## src/gf_consts.svh

```systemverilog
`ifndef GF_CONSTS_SVH
`define GF_CONSTS_SVH

// Field width of GF(2^128).
`define GF_WIDTH 128

// Carry-less product of two field elements, degree up to 254.
`define GF_PROD_WIDTH 255

// Entries in the product buffer.
`define GF_FIFO_DEPTH 4

// Low terms x^7 + x^2 + x + 1 of the reduction polynomial.
`define GF_POLY_TAIL 8'h87

`endif

```

## src/gf_pkg.sv

```systemverilog
`default_nettype none

`include "gf_consts.svh"

package gf_pkg;

    // Field element, GCM reflected order (bit 0 is the x^127 coefficient).
    typedef logic [`GF_WIDTH-1:0] gf_elem_t;

    // Operand pair on the input port.
    typedef struct packed {
        gf_elem_t a;
        gf_elem_t b;
    } gf_operands_t;

    // Natural-order product split at x^128.
    typedef struct packed {
        logic [`GF_PROD_WIDTH-`GF_WIDTH-1:0] hi;
        logic [`GF_WIDTH-1:0]                lo;
    } gf_prod_parts_t;

    // Unreduced product, seen whole or as high and low halves.
    typedef union packed {
        logic [`GF_PROD_WIDTH-1:0] raw;
        gf_prod_parts_t            parts;
    } gf_prod_t;

endpackage

`default_nettype wire

```

## src/gf_reduce.sv

```systemverilog
`default_nettype none

`include "gf_consts.svh"

module gf_reduce (
    input  wire                  i_clock,
    input  wire                  i_reset,
    input  wire                  i_prod_valid,
    output logic                 o_prod_ready,
    input  wire gf_pkg::gf_prod_t i_prod,
    output logic                 o_res_valid,
    input  wire                  i_res_ready,
    output gf_pkg::gf_elem_t     o_res
);

    localparam logic [7:0] POLY_TAIL = `GF_POLY_TAIL;

    // First fold reaches x^133, so 7 spare bits above x^127.
    logic [`GF_WIDTH+6:0]  fold1;
    logic [6:0]            ovf;
    logic [14:0]           fold2;
    logic [`GF_WIDTH-1:0]  red_nat;
    gf_pkg::gf_elem_t      res_d;

    gf_pkg::gf_elem_t      res_q;
    logic                  valid_q;
    logic                  load;

    // Replace x^128 by the tail, once for the high half.
    always_comb begin
        fold1 = {7'b0, i_prod.parts.lo};
        for (int k = 0; k < 8; k++) begin
            if (POLY_TAIL[k]) begin
                fold1 = fold1 ^ ({8'b0, i_prod.parts.hi} << k);
            end
        end
    end

    assign ovf = fold1[`GF_WIDTH+6:`GF_WIDTH];

    // Second pass for the small overflow, degree stays below 13.
    always_comb begin
        fold2 = '0;
        for (int k = 0; k < 8; k++) begin
            if (POLY_TAIL[k]) begin
                fold2 = fold2 ^ ({8'b0, ovf} << k);
            end
        end
    end

    assign red_nat = fold1[`GF_WIDTH-1:0] ^ {{(`GF_WIDTH-15){1'b0}}, fold2};

    // Back to GCM bit order.
    assign res_d = {<<{red_nat}};

    assign o_prod_ready = !valid_q || i_res_ready;
    assign load         = i_prod_valid && o_prod_ready;

    always_ff @(posedge i_clock) begin
        if (i_reset) begin
            valid_q <= 1'b0;
        end else if (load) begin
            valid_q <= 1'b1;
        end else if (i_res_ready) begin
            valid_q <= 1'b0;
        end
    end

    always_ff @(posedge i_clock) begin
        if (load) begin
            res_q <= res_d;
        end
    end

    assign o_res_valid = valid_q;
    assign o_res       = res_q;

    a_res_hold: assert property (@(posedge i_clock) disable iff (i_reset)
        o_res_valid && !i_res_ready |=> o_res_valid && $stable(o_res));

endmodule

`default_nettype wire

```

## config.mk

```make
export PLATFORM = sky130hd
export DESIGN_NAME = gf_reduce
export DESIGN_NICKNAME = d
export VERILOG_FILES = /design/src/gf_pkg.sv /design/src/gf_reduce.sv
export VERILOG_INCLUDE_DIRS = /design/src
export SDC_FILE = /design/constraint.sdc
export NUM_CORES = 1
export LEC_CHECK = 0
export BUFFER_PORTS_ARGS = -buffer_cell sky130_fd_sc_hd__buf_4
export CAP_MARGIN = 20
export CORE_UTILIZATION = 30
export CTS_BUF_LIST = sky130_fd_sc_hd__clkbuf_2 sky130_fd_sc_hd__clkbuf_4 sky130_fd_sc_hd__clkbuf_8
export DETAILED_ROUTE_END_ITERATION = 12
export PLACE_DENSITY_LB_ADDON = 0.12
export SKIP_LAST_GASP = 1
export SYNTH_ARGS = -nofsm -noshare
export SYNTH_HDL_FRONTEND = slang
export SYNTH_SLANG_ARGS = --single-unit
```

## constraint.sdc

```tcl
create_clock -name i_clock -period 8.4 [get_ports i_clock]
set_clock_uncertainty 0.05 [all_clocks]
set_input_delay 0 -clock i_clock [delete_from_list [all_inputs] [get_ports i_clock]]
set_output_delay 0 -clock i_clock [all_outputs]
set_load 0.03 [all_outputs]
```

==> results.ini <==
[outcome]
status=completed

[timing]
finalSetupViolCount=0
slew_viol_final=0
worst_slew_pin_slew_ns=1.06
fin_crit_ns=2.56
fmax_ghz=0.390
post-route-period-util_pct=30.5
finalHoldViolCount=0
rsz0062_at_grt=no
tns_ns=0
relSlewSlack_pct=29.0

[setup_path]
critPathMaxFanout=75
crit_type=flip-flop to flip-flop
critical_path.top_delay_family=buffers and inverters
path_cells=nand2b_1, and2_4, buf_4
cp-start-kind=flip-flop
worstPathArrival_ns=2.55
cp_slowest_stage_delay_ns=0.89
worstSetupEndpointType=flip-flop
crit_required_ns=8.39
worst-path-buf-inv=1
slowest_stage=buf_4

[global_routing]
grt_usage_pct=17.9
grt_pass1_vias=6701
grt_max_degree=76
grt_antenna_before_repair=0
grt.overflow.total=0
grt_pass1_wl_um=35500

[synth]
synth_top_area_share_pct=48.8
synth_area_sq_um=7870
synth_fp_nets=844
yosys-top-cells-area=edfxtp_1 (49%), xnor2_1 (48%), xor2_1 (1.2%)
synth_warnings=0
ys_ff_latch=129
synth_top_area_cell=edfxtp_1
ys_types=13
avgSynthCellArea_sq_um=13.5
ys_seq_area_share_pct=49.1
syn_inst=585

[floorplan]
start_util_pct=30.9
fp.dieH_um=164
pin_count=389
rows=58
die-width_um=164
core_sq_um=25500
dieArea_sq_um=26900

[clock_tree]
path_clk_slew_ns=0.08
clockRootBuffer=clkbuf_8
cts_buffers=17
htreeDepth=4
cts-resized-gates=0
cts.sinks=129
clock_latency_ns=0.43
clock_path_buffers=2
tritoncts=built

[final_layout]
mostFrequentLayoutCell=xnor2_1
nets=1426
antennaDiodeCount=0
multi_input_area_sq_um=4000
finish.utilization_pct=52.4
synthToLayoutAreaGrowth_pct=69.5
fillers=2376
drive_above_1_share_pct=36.0
seqCellArea_sq_um=3860
final_cell_mix=xnor2_1 (435), buf_4 (389), dlygate4sd3_1 (176)

[place]
place.gp.congestion=0.806
port_buffers=388
dp_hpwl_um=18500

[detailed_routing]
routed_wirelength_um=24000
drc=0
routed_via_density=4.12
drtIter0Drc=224
vias=6214
ant_nets=0
dr.pass1.iters=6
wl_per_cell_um=15.9

[run]
cap_violations=0

[power]
p_per_area_nw_per_um2=184
vdd_ir_drop_max_mv=0.0706
power_leakage_nw=5.04

[min_path]
hold_class=primary input to flip-flop

## worst register-to-register path: cells and delay by family (launching register included)
family	cells	cell delay, ns
buffers and inverters	1	0.95
flip-flops	1	0.32
AND/OR/NAND/NOR	2	0.75
## synth_stat cells (all sizes together)
cell type,number
xnor2,437
edfxtp,128
xor2,12
a21oi,1
and2,1
buf,1
clkbuf,1
dfxtp,1
inv,1
nand2b,1
xnor3,1
## registers in the layout (all words and copies together) (netlist names)
name,flops
o_res,128
o_res_valid,1
## final cells by class
class                           count  share of cell area (%)
Clock inverter                      8                   0.609
Timing Repair Buffer              565                    35.1
Inverter                            1                  0.0281
Clock buffer                       24                    2.29
Tap cell                          330                    3.09
Multi-Input combinational cell    453                    30.0
Sequential cell                   129                    28.9
## where the power goes
part | switching [mW] | internal (mW) | leakage, nW
Sequential | 0.0280 | 0.854 | 1.25
Combinational | 0.503 | 0.537 | 3.60
Clock | 0.258 | 0.272 | 0.197
## metrics by stage
stage | hold WS [ns] | total power [mW] | setup slack, ns | cells | cell area (sq um)
final | 0.0306 | 2.45 | 5.84 | 1510 | 13300
after global routing | 0.0112 | 2.58 | 5.68 | 1510 | 13300
after CTS | 0.000156 | 2.48 | 5.83 | 1510 | 13300
after detailed placement | 0.115 | 1.81 | 5.86 | 1302 | 11200
after global placement | 0.111 | 1.81 | 5.88 | 1302 | 11200
after floorplan | 0.0191 | 1.46 | 4.12 | 585 | 7870
## routing by layer
metal | global-route usage [%] | up-vias | part of all wire, %
met1 | 19.0 | 2860 | 38
met3 | 6.16 | 23 | 9.3
met4 | 6.19 | 0 | 1.8
met2 | 32.6 | 267 | 51
met5 | 0 | - | 0
li1 | - | 3064 | -
## path summary, 6_finish.rpt
| check | end | cells after the start | startpoint | slack, ns |
|---|---|---|---|---|
| setup / recovery | o_res[56]$_DFFE_PP_ | 3 | o_res_valid$_SDFFE_PP0P_ | 5.84 |
| hold / removal | o_res[0]$_DFFE_PP_ | 3 | i_prod[253] | 0.03 |
| setup reg to reg | o_res[56]$_DFFE_PP_ | 3 | o_res_valid$_SDFFE_PP0P_ | 5.84 |
| hold reg to reg | o_res[47]$_DFFE_PP_ | 2 | o_res_valid$_SDFFE_PP0P_ | 1.01 |
## repair_timing
item / CTS / global route
hold buffers: 176 / 0
endpoints found under the setup margin: 0 / 0
setup buffers: 0 / 0
hold endpoints to repair: 128 / 0
## logic make-up (layout without fill, tap and decap cells)
family          after synthesis  after routing  synth area share, %
simple gates                  2              2                0.159
buf+inv                       3            598                0.191
xor+xnor                    450            450                 50.5
flops                       129            129                 49.1
compound gates                1              1               0.0635
Note: power is estimated with default switching activity, not from simulation.
