==> config.mk <==
export PLATFORM = sky130hd
export DESIGN_NAME = product_fifo
export DESIGN_NICKNAME = d
export VERILOG_FILES = /design/src/gf_pkg.sv /design/src/product_fifo.sv
export VERILOG_INCLUDE_DIRS = /design/src
export SDC_FILE = /design/constraint.sdc
export NUM_CORES = 1
export LEC_CHECK = 0
export ABC_CLOCK_PERIOD_IN_PS = 10900
export BUFFER_PORTS_ARGS = -buffer_cell sky130_fd_sc_hd__buf_2
export CORE_ASPECT_RATIO = 0.5
export CORE_UTILIZATION = 45
export DETAILED_ROUTE_END_ITERATION = 16
export GPL_TIMING_DRIVEN = 0
export SYNTH_ARGS = -nofsm -noshare
export SYNTH_HDL_FRONTEND = slang
export SYNTH_SLANG_ARGS = --single-unit
==> constraint.sdc <==
create_clock -name i_clock -period 10.9 [get_ports i_clock]
set_input_delay 2.18 -clock i_clock [delete_from_list [all_inputs] [get_ports i_clock]]
set_output_delay 2.18 -clock i_clock [all_outputs]
set_load 0.02 [all_outputs]
==> src/gf_consts.svh <==
`ifndef GF_CONSTS_SVH
`define GF_CONSTS_SVH

// Field width of GF(2^128).
`define GF_WIDTH 128

// Carry-less product of two field elements, degree up to 254.
`define GF_PROD_WIDTH 255

// Entries in the product buffer.
`define GF_FIFO_DEPTH 4

// Low terms x^7 + x^2 + x + 1 of the reduction polynomial.
`define GF_POLY_TAIL 8'h87

`endif

==> src/gf_pkg.sv <==
`default_nettype none

`include "gf_consts.svh"

package gf_pkg;

    // Field element, GCM reflected order (bit 0 is the x^127 coefficient).
    typedef logic [`GF_WIDTH-1:0] gf_elem_t;

    // Operand pair on the input port.
    typedef struct packed {
        gf_elem_t a;
        gf_elem_t b;
    } gf_operands_t;

    // Natural-order product split at x^128.
    typedef struct packed {
        logic [`GF_PROD_WIDTH-`GF_WIDTH-1:0] hi;
        logic [`GF_WIDTH-1:0]                lo;
    } gf_prod_parts_t;

    // Unreduced product, seen whole or as high and low halves.
    typedef union packed {
        logic [`GF_PROD_WIDTH-1:0] raw;
        gf_prod_parts_t            parts;
    } gf_prod_t;

endpackage

`default_nettype wire

==> src/product_fifo.sv <==
`default_nettype none

`include "gf_consts.svh"

module product_fifo (
    input  wire                  i_clock,
    input  wire                  i_reset,
    input  wire                  i_wr_valid,
    output logic                 o_wr_ready,
    input  wire gf_pkg::gf_prod_t i_wr_data,
    output logic                 o_rd_valid,
    input  wire                  i_rd_ready,
    output gf_pkg::gf_prod_t     o_rd_data
);

    localparam int PTR_W = $clog2(`GF_FIFO_DEPTH);
    localparam int CNT_W = $clog2(`GF_FIFO_DEPTH + 1);

    gf_pkg::gf_prod_t mem [`GF_FIFO_DEPTH];

    logic [PTR_W-1:0] wr_ptr;
    logic [PTR_W-1:0] rd_ptr;
    logic [CNT_W-1:0] count;
    logic             full;
    logic             wr_en;
    logic             rd_en;

    assign full = (count == CNT_W'(`GF_FIFO_DEPTH));

    // When full, a write is still fine if the head leaves this cycle.
    assign o_wr_ready = !full || i_rd_ready;
    assign o_rd_valid = (count != '0);

    assign wr_en = i_wr_valid && o_wr_ready;
    assign rd_en = o_rd_valid && i_rd_ready;

    // Head entry shown ahead of the read.
    assign o_rd_data = mem[rd_ptr];

    always_ff @(posedge i_clock) begin
        if (wr_en) begin
            mem[wr_ptr] <= i_wr_data;
        end
    end

    always_ff @(posedge i_clock) begin
        if (i_reset) begin
            wr_ptr <= '0;
            rd_ptr <= '0;
            count  <= '0;
        end else begin
            if (wr_en) begin
                wr_ptr <= (wr_ptr == PTR_W'(`GF_FIFO_DEPTH - 1)) ? '0 : wr_ptr + 1'b1;
            end
            if (rd_en) begin
                rd_ptr <= (rd_ptr == PTR_W'(`GF_FIFO_DEPTH - 1)) ? '0 : rd_ptr + 1'b1;
            end
            case ({wr_en, rd_en})
                2'b10:   count <= count + 1'b1;
                2'b01:   count <= count - 1'b1;
                default: count <= count;
            endcase
        end
    end

    a_count_bound: assert property (@(posedge i_clock) disable iff (i_reset)
        count <= CNT_W'(`GF_FIFO_DEPTH));

    // An empty buffer has its pointers level.
    a_empty_ptr_match: assert property (@(posedge i_clock) disable iff (i_reset)
        !o_rd_valid |-> wr_ptr == rd_ptr);

endmodule

`default_nettype wire

==> results of run 1 <==
[power groups by stage]
stage	Sequential [uW]	Combinational, uW	Clock (uW)
detailed placement	4790	2220	0
finish	4700	2170	3150
floorplan	4830	1430	0
global placement	4910	2170	0
global route	4720	2300	3370
CTS	4700	2230	3240
[critical path: stages]
cell and delay (ns):
buf_2 0.10, or4b_1 0.45, buf_2 0.18, buf_2 0.18
[per-stage QoR]
stage	cells	cell area, um^2
after floorplan	1384	37200
after global placement	3000	41100
after detailed placement	3021	41700
after CTS	3180	44600
after global routing	3192	44600
final	3192	44600
[cell type report]
| type | count | area, um^2 | area share (%) |
|---|---|---|---|
| sequential | 1029 | 30800 | 69.1 |
| antenna | 12 | 30.0 | 0.0673 |
| multi-input combinational | 289 | 6040 | 13.5 |
| clock buffer | 107 | 2340 | 5.26 |
| inverter | 7 | 26.3 | 0.0589 |
| tap | 1102 | 1380 | 3.09 |
| timing repair buffer | 535 | 3120 | 7.00 |
| buffer | 59 | 324 | 0.727 |
| clock inverter | 52 | 529 | 1.19 |
[synthesized netlist by cell type]
cell         n
buf_2        7
inv_1        7
or4b_1       1
nand3_1      1
and3_2       2
edfxtp_1  1020
ha_1         6
a21oi_1      3
mux2i_1      1
mux4_2     255
o21ai_0      1
nand4b_1     1
nor2_1       4
fa_1         1
or3_1        2
dfxtp_1      9
o31ai_2      2
and2_4       1
clkbuf_1    12
xor2_1       2
and3_1       2
buf_1       15
o31ai_1      1
buf_4       25
nor3_1       1
or3_2        1
nand2_1      1
[worst paths after layout]
path | startpoint | endpoint | slack [ns] | cells after the start
setup / recovery | i_rd_ready | o_wr_ready | 5.62 | 4
hold / removal | rd_ptr[0] | rd_ptr[0] | 0.51 | 2
hold reg to reg | rd_ptr[0] | rd_ptr[0] | 0.51 | 2
setup reg to reg | count[0] | mem[0][15] | 8.20 | 6
[routing by layer]
metal	wire, um	vias to the layer above
li1	-	7298
met1	29200	8828
met2	43300	326
met3	2380	155
met4	2930	6
met5	44	-
[state kept, by name, summed over array words and instances, names as in the netlist, named ones only]
name    flops
wr_ptr      2
mem      1020
count       3
rd_ptr      2
[cell usage in the layout (no fill, tap or decap), types with 2 or more instances in the layout]
cell type,n
buf_16,17
clkinvlp_4,3
and3_4,4
xor2_1,2
diode_2,12
clkinv_1,18
clkinv_8,2
clkbuf_1,25
bufinv_16,10
clkbuf_16,89
edfxtp_1,1020
clkinv_2,16
clkbuf_8,5
nor2_1,4
a21oi_1,3
mux4_2,255
buf_2,521
buf_12,4
ha_1,6
dfxtp_1,9
buf_4,25
buf_1,15
inv_1,7
o31ai_2,2
inv_6,3
or3_1,2
[kinds of logic after synthesis]
family / Yosys count
AO/OA/AOI/OAI: 7
XOR/XNOR: 2
adder cells (fa/ha/maj): 7
buffers and inverters: 66
flip-flops: 1029
multiplexers: 256
AND/OR/NAND/NOR: 17
==> flow_summary.json, run 1 <==
{
  "outcome": "finished, final reports clean",
  "synth.ff_latch_count": 1029,
  "synth_area_leaders": "edfxtp_1 (82%), mux4_2 (15%), buf_4 (0.50%), dfxtp_1 (0.48%), ha_1 (0.20%)",
  "die_w_um": 409,
  "p_int_uw": 7300,
  "cts_hold_buf": 0,
  "drt_iter0_drc": 1078,
  "chipHeight_um": 205,
  "synthesis.nets": 1650,
  "netlist_instances": 1384,
  "num_vias": 16613,
  "row_count": 74,
  "synth_top_family_by_area": "multiplexers",
  "yosys.area_share.xor_xnor_pct": 0.0471,
  "max-slew-margin-rel_pct": 51.6,
  "gp_congestion": 0.740,
  "synth_area_leader_cell": "edfxtp_1",
  "startpoint_type": "input pin",
  "drive_gt1_share_pct": 46.1,
  "clk_latency_ns": 0.65,
  "irDropWorstVdd_uv": 120,
  "grt_pass1_wl_um": 113000,
  "tns_ns": 0,
  "cts_root_buf": "clkbuf_16",
  "skew_ns": 0.0201,
  "viasPerCell": 5.20,
  "synth_mux_area_share_pct": 15.5,
  "holdWs_ns": 0.506,
  "first_global_vias": 17162,
  "period_minus_slack_ns": 5.28,
  "dp_worst_setup_slack_ns": 5.62,
  "maxCapViolations": 0,
  "grt_max_degree": 55,
  "initial_core_util_pct": 45.5,
  "cts_buffer_depth": 3,
  "antenna_found_initial": 23,
  "use_met1_pct": 22.0,
  "synth_top_area_share_pct": 82.4,
  "die_area_mm2": 0.0838,
  "p_sw_share_pct": 27.1,
  "leakagePower_uw": 0.0148,
  "clock_sinks": 1029,
  "cp.required_ns": 8.72,
  "finalSetupViolCount": 0,
  "synth-seq-area-share_pct": 82.9,
  "track_usage_pct": 18.5,
  "cp_max_fo": 8,
  "setup_slack_ns": 5.62,
  "portBuffers": 514,
  "cp_data_arrival_time_ns": 3.10,
  "seqPwrFrac_pct": 46.9,
  "busiest_layer": "met2",
  "drv_slew": 0,
  "ios": 516,
  "cts.repair.resized": 0,
  "synthAdderAreaFrac_pct": 0.256,
  "cts-buffers-inserted": 88,
  "worst_pin_slew_ns": 0.726,
  "syn_area_mm2": 0.0372,
  "synth.avg_cell_area_um2": 26.9,
  "met2_usage_pct": 33.3,
  "period_share_pct": 48.4,
  "power.density_mw_per_mm2": 225,
  "endpoint_kind": "output port",
  "power_switching_uw": 2720,
  "p_total_uw": 10000,
  "drt-pass1-iter-count": 5,
  "cts_tree": "built",
  "clkPwrFrac_pct": 31.4,
  "syn_to_final_growth_pct": 20.0,
  "yosys.area_share.simple_pct": 0.279,
  "final_util_pct": 54.6,
  "totalWireLength_um": 77900,
  "drc_errors": 0,
  "hold_viol_final": 0,
  "cts_setup_buffers": 0,
  "cts_max_level": 3,
  "core_mm2": 0.0817,
  "synth-compound-area-share_pct": 0.141,
  "overflow": 0,
  "yosysWarnings": 0,
  "fillers": 6328,
  "rsz0062_at_grt": "no",
  "ant_nets": 0,
  "wl_per_cell_um": 24.4,
  "use_met3_pct": 3.04,
  "clk_pin_slew_worst_paths_ns": 0.06,
  "nets": 2275,
  "criticalPathCategory": "in2out",
  "fmax_ghz": 0.189,
  "synth.distinct_cells": 27,
  "hold_path_class": "reg2reg",
  "post-dp-hpwl_um": 50400,
  "pwr-share-comb_pct": 21.7
}
No activity file was read; power rests on OpenSTA's default activity.
==> run 2: changes to the inputs <==
--- a/config.mk
+++ b/config.mk
@@ -6,12 +6,13 @@
 export SDC_FILE = /design/constraint.sdc
 export NUM_CORES = 1
 export LEC_CHECK = 0
-export ABC_CLOCK_PERIOD_IN_PS = 10900
+export ABC_CLOCK_PERIOD_IN_PS = 4470
 export BUFFER_PORTS_ARGS = -buffer_cell sky130_fd_sc_hd__buf_2
 export CORE_ASPECT_RATIO = 0.5
 export CORE_UTILIZATION = 45
 export DETAILED_ROUTE_END_ITERATION = 16
 export GPL_TIMING_DRIVEN = 0
+export PLACE_DENSITY = 0.67
 export SYNTH_ARGS = -nofsm -noshare
 export SYNTH_HDL_FRONTEND = slang
 export SYNTH_SLANG_ARGS = --single-unit
==> constraint.sdc (replaced) <==
create_clock -name i_clock -period 4.47 [get_ports i_clock]
set_input_delay 0.894 -clock i_clock [delete_from_list [all_inputs] [get_ports i_clock]]
set_output_delay 0.894 -clock i_clock [all_outputs]
set_load 0.02 [all_outputs]
==> flow_summary.json, run 2 (same netlist as run 1, synthesis figures left out) <==
{
  "crit_top_cell": "buf_2",
  "cts.repair.resized": 0,
  "reg_top3": "mem (1020), count (3)",
  "rsz0062_at_grt": "no",
  "period_share_pct": 79.1,
  "syn_to_final_growth_pct": 19.8,
  "crit_path_top_delay_cell": "clkbuf_1",
  "drive_gt1_share_pct": 46.1,
  "cp_data_arrival_time_ns": 2.64,
  "chipHeight_um": 205,
  "criticalPathCategory": "reg2out",
  "leakagePower_uw": 0.0147,
  "final_cell_mix": "edfxtp_1 (1020), buf_2 (521), mux4_2 (255)",
  "irDropWorstVdd_uv": 307,
  "cp.required_ns": 3.58,
  "grt_pass1_wl_um": 114000,
  "max-slew-margin-rel_pct": 50.3,
  "viasPerCell": 5.26,
  "hold_path_class": "in2reg",
  "critPathMaxStageDelay_ns": 0.62,
  "drc_errors": 1,
  "min_path_cells": 1,
  "wl_per_cell_um": 24.8,
  "drv_slew": 0,
  "finalSetupViolCount": 0,
  "cts_hold_buf": 0,
  "clock_sinks": 1029,
  "post-dp-hpwl_um": 51900,
  "worst_pin_slew_ns": 0.746,
  "num_vias": 16835,
  "rr_endpoint": "mem[3][38]",
  "cts_max_level": 3,
  "outcome": "finished, violations left",
  "clk_pin_slew_worst_paths_ns": 0.07,
  "gp_congestion": 0.742,
  "crit_chain": "buf_2 > clkbuf_1 > mux4_2 > buf_2",
  "p_total_uw": 24300,
  "core_mm2": 0.0817,
  "endpoint_kind": "output port",
  "antenna_found_initial": 26,
  "overflow": 0,
  "skew_ns": 0.0257,
  "cp_max_fo": 10,
  "cts_setup_buffers": 0,
  "r2r_slack_ns": 1.69,
  "portBuffers": 514,
  "hold_viol_final": 0,
  "cts_tree": "built",
  "die_w_um": 409,
  "r2r_start": "count[0]",
  "largest_reg_flops": 1020,
  "regMostFlops": "mem",
  "cts-buffers-inserted": 90,
  "placed_cells": 3021,
  "fmax_ghz": 0.283,
  "drt_iter0_drc": 1167,
  "cts_buffer_depth": 3,
  "min_to": "mem[1][46]",
  "first_global_vias": 17436,
  "grt_max_degree": 56,
  "track_usage_pct": 18.7,
  "ant_nets": 0,
  "cp_num_buf_inv": 3,
  "violations": "DRC",
  "nets": 2277,
  "ios": 516,
  "ff2ff_path_depth": 6,
  "drt-pass1-iter-count": 11,
  "clk_latency_ns": 0.68,
  "path_delay_family": "buffers and inverters",
  "hp-start": "i_wr_data[46]",
  "initial_core_util_pct": 45.5,
  "row_count": 74,
  "period_minus_slack_ns": 3.54,
  "fin_cells": 3203,
  "cts_root_buf": "clkbuf_16",
  "power.density_mw_per_mm2": 545,
  "startpoint_type": "register",
  "totalWireLength_um": 79300,
  "die_area_mm2": 0.0838,
  "maxCapViolations": 0,
  "layout_commonest_cell": "edfxtp_1"
}
[run 2: worst max path at each step]
stage                          end  slack, ns  depth (start not counted)
finish              o_rd_data[132]       0.93                          4
global route        o_rd_data[136]       0.76                          4
CTS                 o_rd_data[136]       0.83                          4
detailed placement      mem[3][19]       1.10                          7
global placement        mem[1][66]      -2.98                          4
floorplan                mem[0][0]      -0.30                          3
[run 2: per-stage QoR]
step	cell area (um^2)	setup WS (ns)	util, %	hold WS, ns	TNS [ns]
2_1_floorplan	37200	-0.297	-	0.463	-302.73
3_3_place_gp	41100	-2.98	50.4	0.482	-2954.12
3_5_place_dp	41700	1.10	51.1	0.512	0
4_1_cts	44500	0.830	54.5	0.374	0
5_1_grt	44600	0.759	54.6	0.384	0
6_report	44600	0.933	54.6	0.426	0
[run 2: power breakdown]
part           switching (uW)  internal (uW)
combinational            3170           2160
clock                    3440           4060
sequential                140          11300
total                    6750          17500
[run 2: area by class of cell]
| class | count | area, um^2 |
|---|---|---|
| Antenna cell | 17 | 42.5 |
| Buffer | 59 | 324 |
| Clock buffer | 103 | 2300 |
| Clock inverter | 62 | 502 |
| Fill cell | 6180 | 37100 |
| Inverter | 7 | 26.3 |
| Multi-Input combinational cell | 289 | 6040 |
| Sequential cell | 1029 | 30800 |
| Tap cell | 1102 | 1380 |
| Timing Repair Buffer | 535 | 3140 |
[run 2: per-layer routing]
metal  global-route usage (%)  up-vias  share of wire [%]
li1                         -     7312                  -
met1                     22.0     8995                 37
met2                     33.2      374                 55
met3                     3.78      152                3.5
met4                     8.83        2                3.8
met5                        0        -              0.016
[run 2: worst register-to-register path: stages, from the launching register on]
cell,delay (ns)
dfxtp_1,0.41
or4b_1,0.16
buf_2,0.20
and3_4,0.63
buf_16,0.33
buf_16,0.31
buf_16,0.36
==> run 3: changes to the inputs <==
--- a/config.mk
+++ b/config.mk
@@ -6,13 +6,12 @@
 export SDC_FILE = /design/constraint.sdc
 export NUM_CORES = 1
 export LEC_CHECK = 0
-export ABC_CLOCK_PERIOD_IN_PS = 4470
+export ABC_CLOCK_PERIOD_IN_PS = 3500
 export BUFFER_PORTS_ARGS = -buffer_cell sky130_fd_sc_hd__buf_2
 export CORE_ASPECT_RATIO = 0.5
 export CORE_UTILIZATION = 45
 export DETAILED_ROUTE_END_ITERATION = 16
 export GPL_TIMING_DRIVEN = 0
-export PLACE_DENSITY = 0.67
 export SYNTH_ARGS = -nofsm -noshare
 export SYNTH_HDL_FRONTEND = slang
 export SYNTH_SLANG_ARGS = --single-unit
==> constraint.sdc (replaced) <==
create_clock -name i_clock -period 3.5 [get_ports i_clock]
set_input_delay 0.7 -clock i_clock [delete_from_list [all_inputs] [get_ports i_clock]]
set_output_delay 0.7 -clock i_clock [all_outputs]
set_load 0.02 [all_outputs]
==> flow_summary.json, run 3 (same netlist as run 1, synthesis figures left out) <==
{
  "num_vias": 16573,
  "clk_latency_ns": 0.68,
  "crit_cells": 4,
  "endpoint_kind": "output port",
  "r2r_start": "count[0]",
  "fillers": 6313,
  "hp-start": "i_wr_data[174]",
  "post-dp-hpwl_um": 50400,
  "cp.required_ns": 2.80,
  "clk_pin_slew_worst_paths_ns": 0.07,
  "hold_viol_final": 0,
  "crit_path_top_delay_cell": "buf_1",
  "portBuffers": 514,
  "die_area_mm2": 0.0838,
  "row_count": 74,
  "outcome": "finished, final reports clean",
  "overflow": 0,
  "core_mm2": 0.0817,
  "layout_commonest_cell": "edfxtp_1",
  "grt_pass1_wl_um": 113000,
  "wl_per_cell_um": 24.5,
  "cts_tree": "built",
  "min_path_cells": 1,
  "viasPerCell": 5.19,
  "maxCapViolations": 0,
  "drt_iter0_drc": 1048,
  "nets": 2277,
  "fmax_ghz": 0.300,
  "crit_chain": "buf_2 > buf_1 > mux4_2 > buf_2",
  "reg_top3": "mem (1020), count (3)",
  "cts_setup_buffers": 0,
  "cts_buffer_depth": 3,
  "initial_core_util_pct": 45.5,
  "rsz0062_at_grt": "no",
  "power.density_mw_per_mm2": 701,
  "wl_met1_um": 29500,
  "drv_slew": 0,
  "grt_max_degree": 54,
  "track_usage_pct": 18.5,
  "wl_met3_um": 2590,
  "hold_path_class": "in2reg",
  "holdWs_ns": 0.232,
  "criticalPathCategory": "reg2out",
  "startpoint_type": "register",
  "ios": 516,
  "period_share_pct": 95.3,
  "die_w_um": 409,
  "multi_input_area_mm2": 0.00604,
  "cts_root_buf": "clkbuf_16",
  "antenna_found_initial": 17,
  "max-slew-margin-rel_pct": 38.4,
  "ff2ff_path_depth": 5,
  "ant_nets": 0,
  "leakagePower_uw": 0.0148,
  "cp_num_buf_inv": 3,
  "period_minus_slack_ns": 3.33,
  "final_cell_mix": "edfxtp_1 (1020), buf_2 (521), mux4_2 (255)",
  "wl_met2_um": 43500,
  "largest_reg_flops": 1020,
  "cp_data_arrival_time_ns": 2.63,
  "totalWireLength_um": 78100,
  "cp_max_fo": 10,
  "path_delay_family": "buffers and inverters",
  "finalSetupViolCount": 0,
  "gp_congestion": 0.731,
  "highest_layer": "met4",
  "drive_gt1_share_pct": 45.7,
  "drt-pass1-iter-count": 4,
  "irDropWorstVdd_uv": 375,
  "chipHeight_um": 205,
  "worst_pin_slew_ns": 0.923,
  "area.sequential_mm2": 0.0308,
  "p_total_uw": 31300,
  "cts-buffers-inserted": 90,
  "regMostFlops": "mem",
  "tns_ns": 0,
  "clock_sinks": 1029,
  "first_global_vias": 17199,
  "syn_to_final_growth_pct": 20.0,
  "skew_ns": 0.0313,
  "cts_max_level": 3,
  "critPathMaxStageDelay_ns": 0.63,
  "crit_top_cell": "buf_2",
  "drc_errors": 0
}
run 3: path summary, 6_finish.rpt:
check | endpoint | slack [ns]
worst min register to register | register | 0.51
worst max register to register | mem[1][250] | 0.91
worst max-delay path | o_rd_data[21] | 0.17
worst min-delay path | mem[3][174] | 0.23
run 3: what timing repair did:
action,4_1_cts,5_1_grt
setup endpoints to repair,0,7
endpoints found under the hold margin,0,0
hold buffers,0,0
resized for setup,0,2
run 3: layer usage:
metal	vias up	global-route usage, %
li1	7325	-
met1	8783	22.2
met2	314	33.5
met3	151	3.65
met4	0	6.93
met5	-	0
run 3: area by class of cell:
| type | instances | area share (%) |
|---|---|---|
| clock inverter | 49 | 1.20 |
| inverter | 7 | 0.0589 |
| timing repair buffer | 535 | 6.99 |
| clock buffer | 114 | 5.30 |
| sequential | 1029 | 69.1 |
| buffer | 59 | 0.729 |
| multi-input combinational | 289 | 13.5 |
| antenna | 7 | 0.0393 |
| tap | 1102 | 3.09 |
run 3: per-stage QoR:
stage	utilization, %	instances	worst slack, ns	cell area, um^2
global placement	50.4	3000	-3.72	41100
global route	54.6	3191	0.00584	44600
CTS	54.6	3184	0.0669	44600
floorplan	-	1384	-1.07	37200
detailed placement	51.1	3021	0.502	41700
finish	54.6	3191	0.166	44600
run 3: where the power goes:
part	switching (uW)	leakage [uW]	internal [uW]
clock	4370	0.00141	5550
sequential	167	0.00944	14500
combinational	3990	0.00393	2760
run 3: worst register-to-register path, stage by stage, from the launching register on:
cell and delay, ns:
dfxtp_1 0.39, or4b_1 0.13, buf_2 0.17, and3_4 0.80
buf_16 0.37, buf_16 0.31
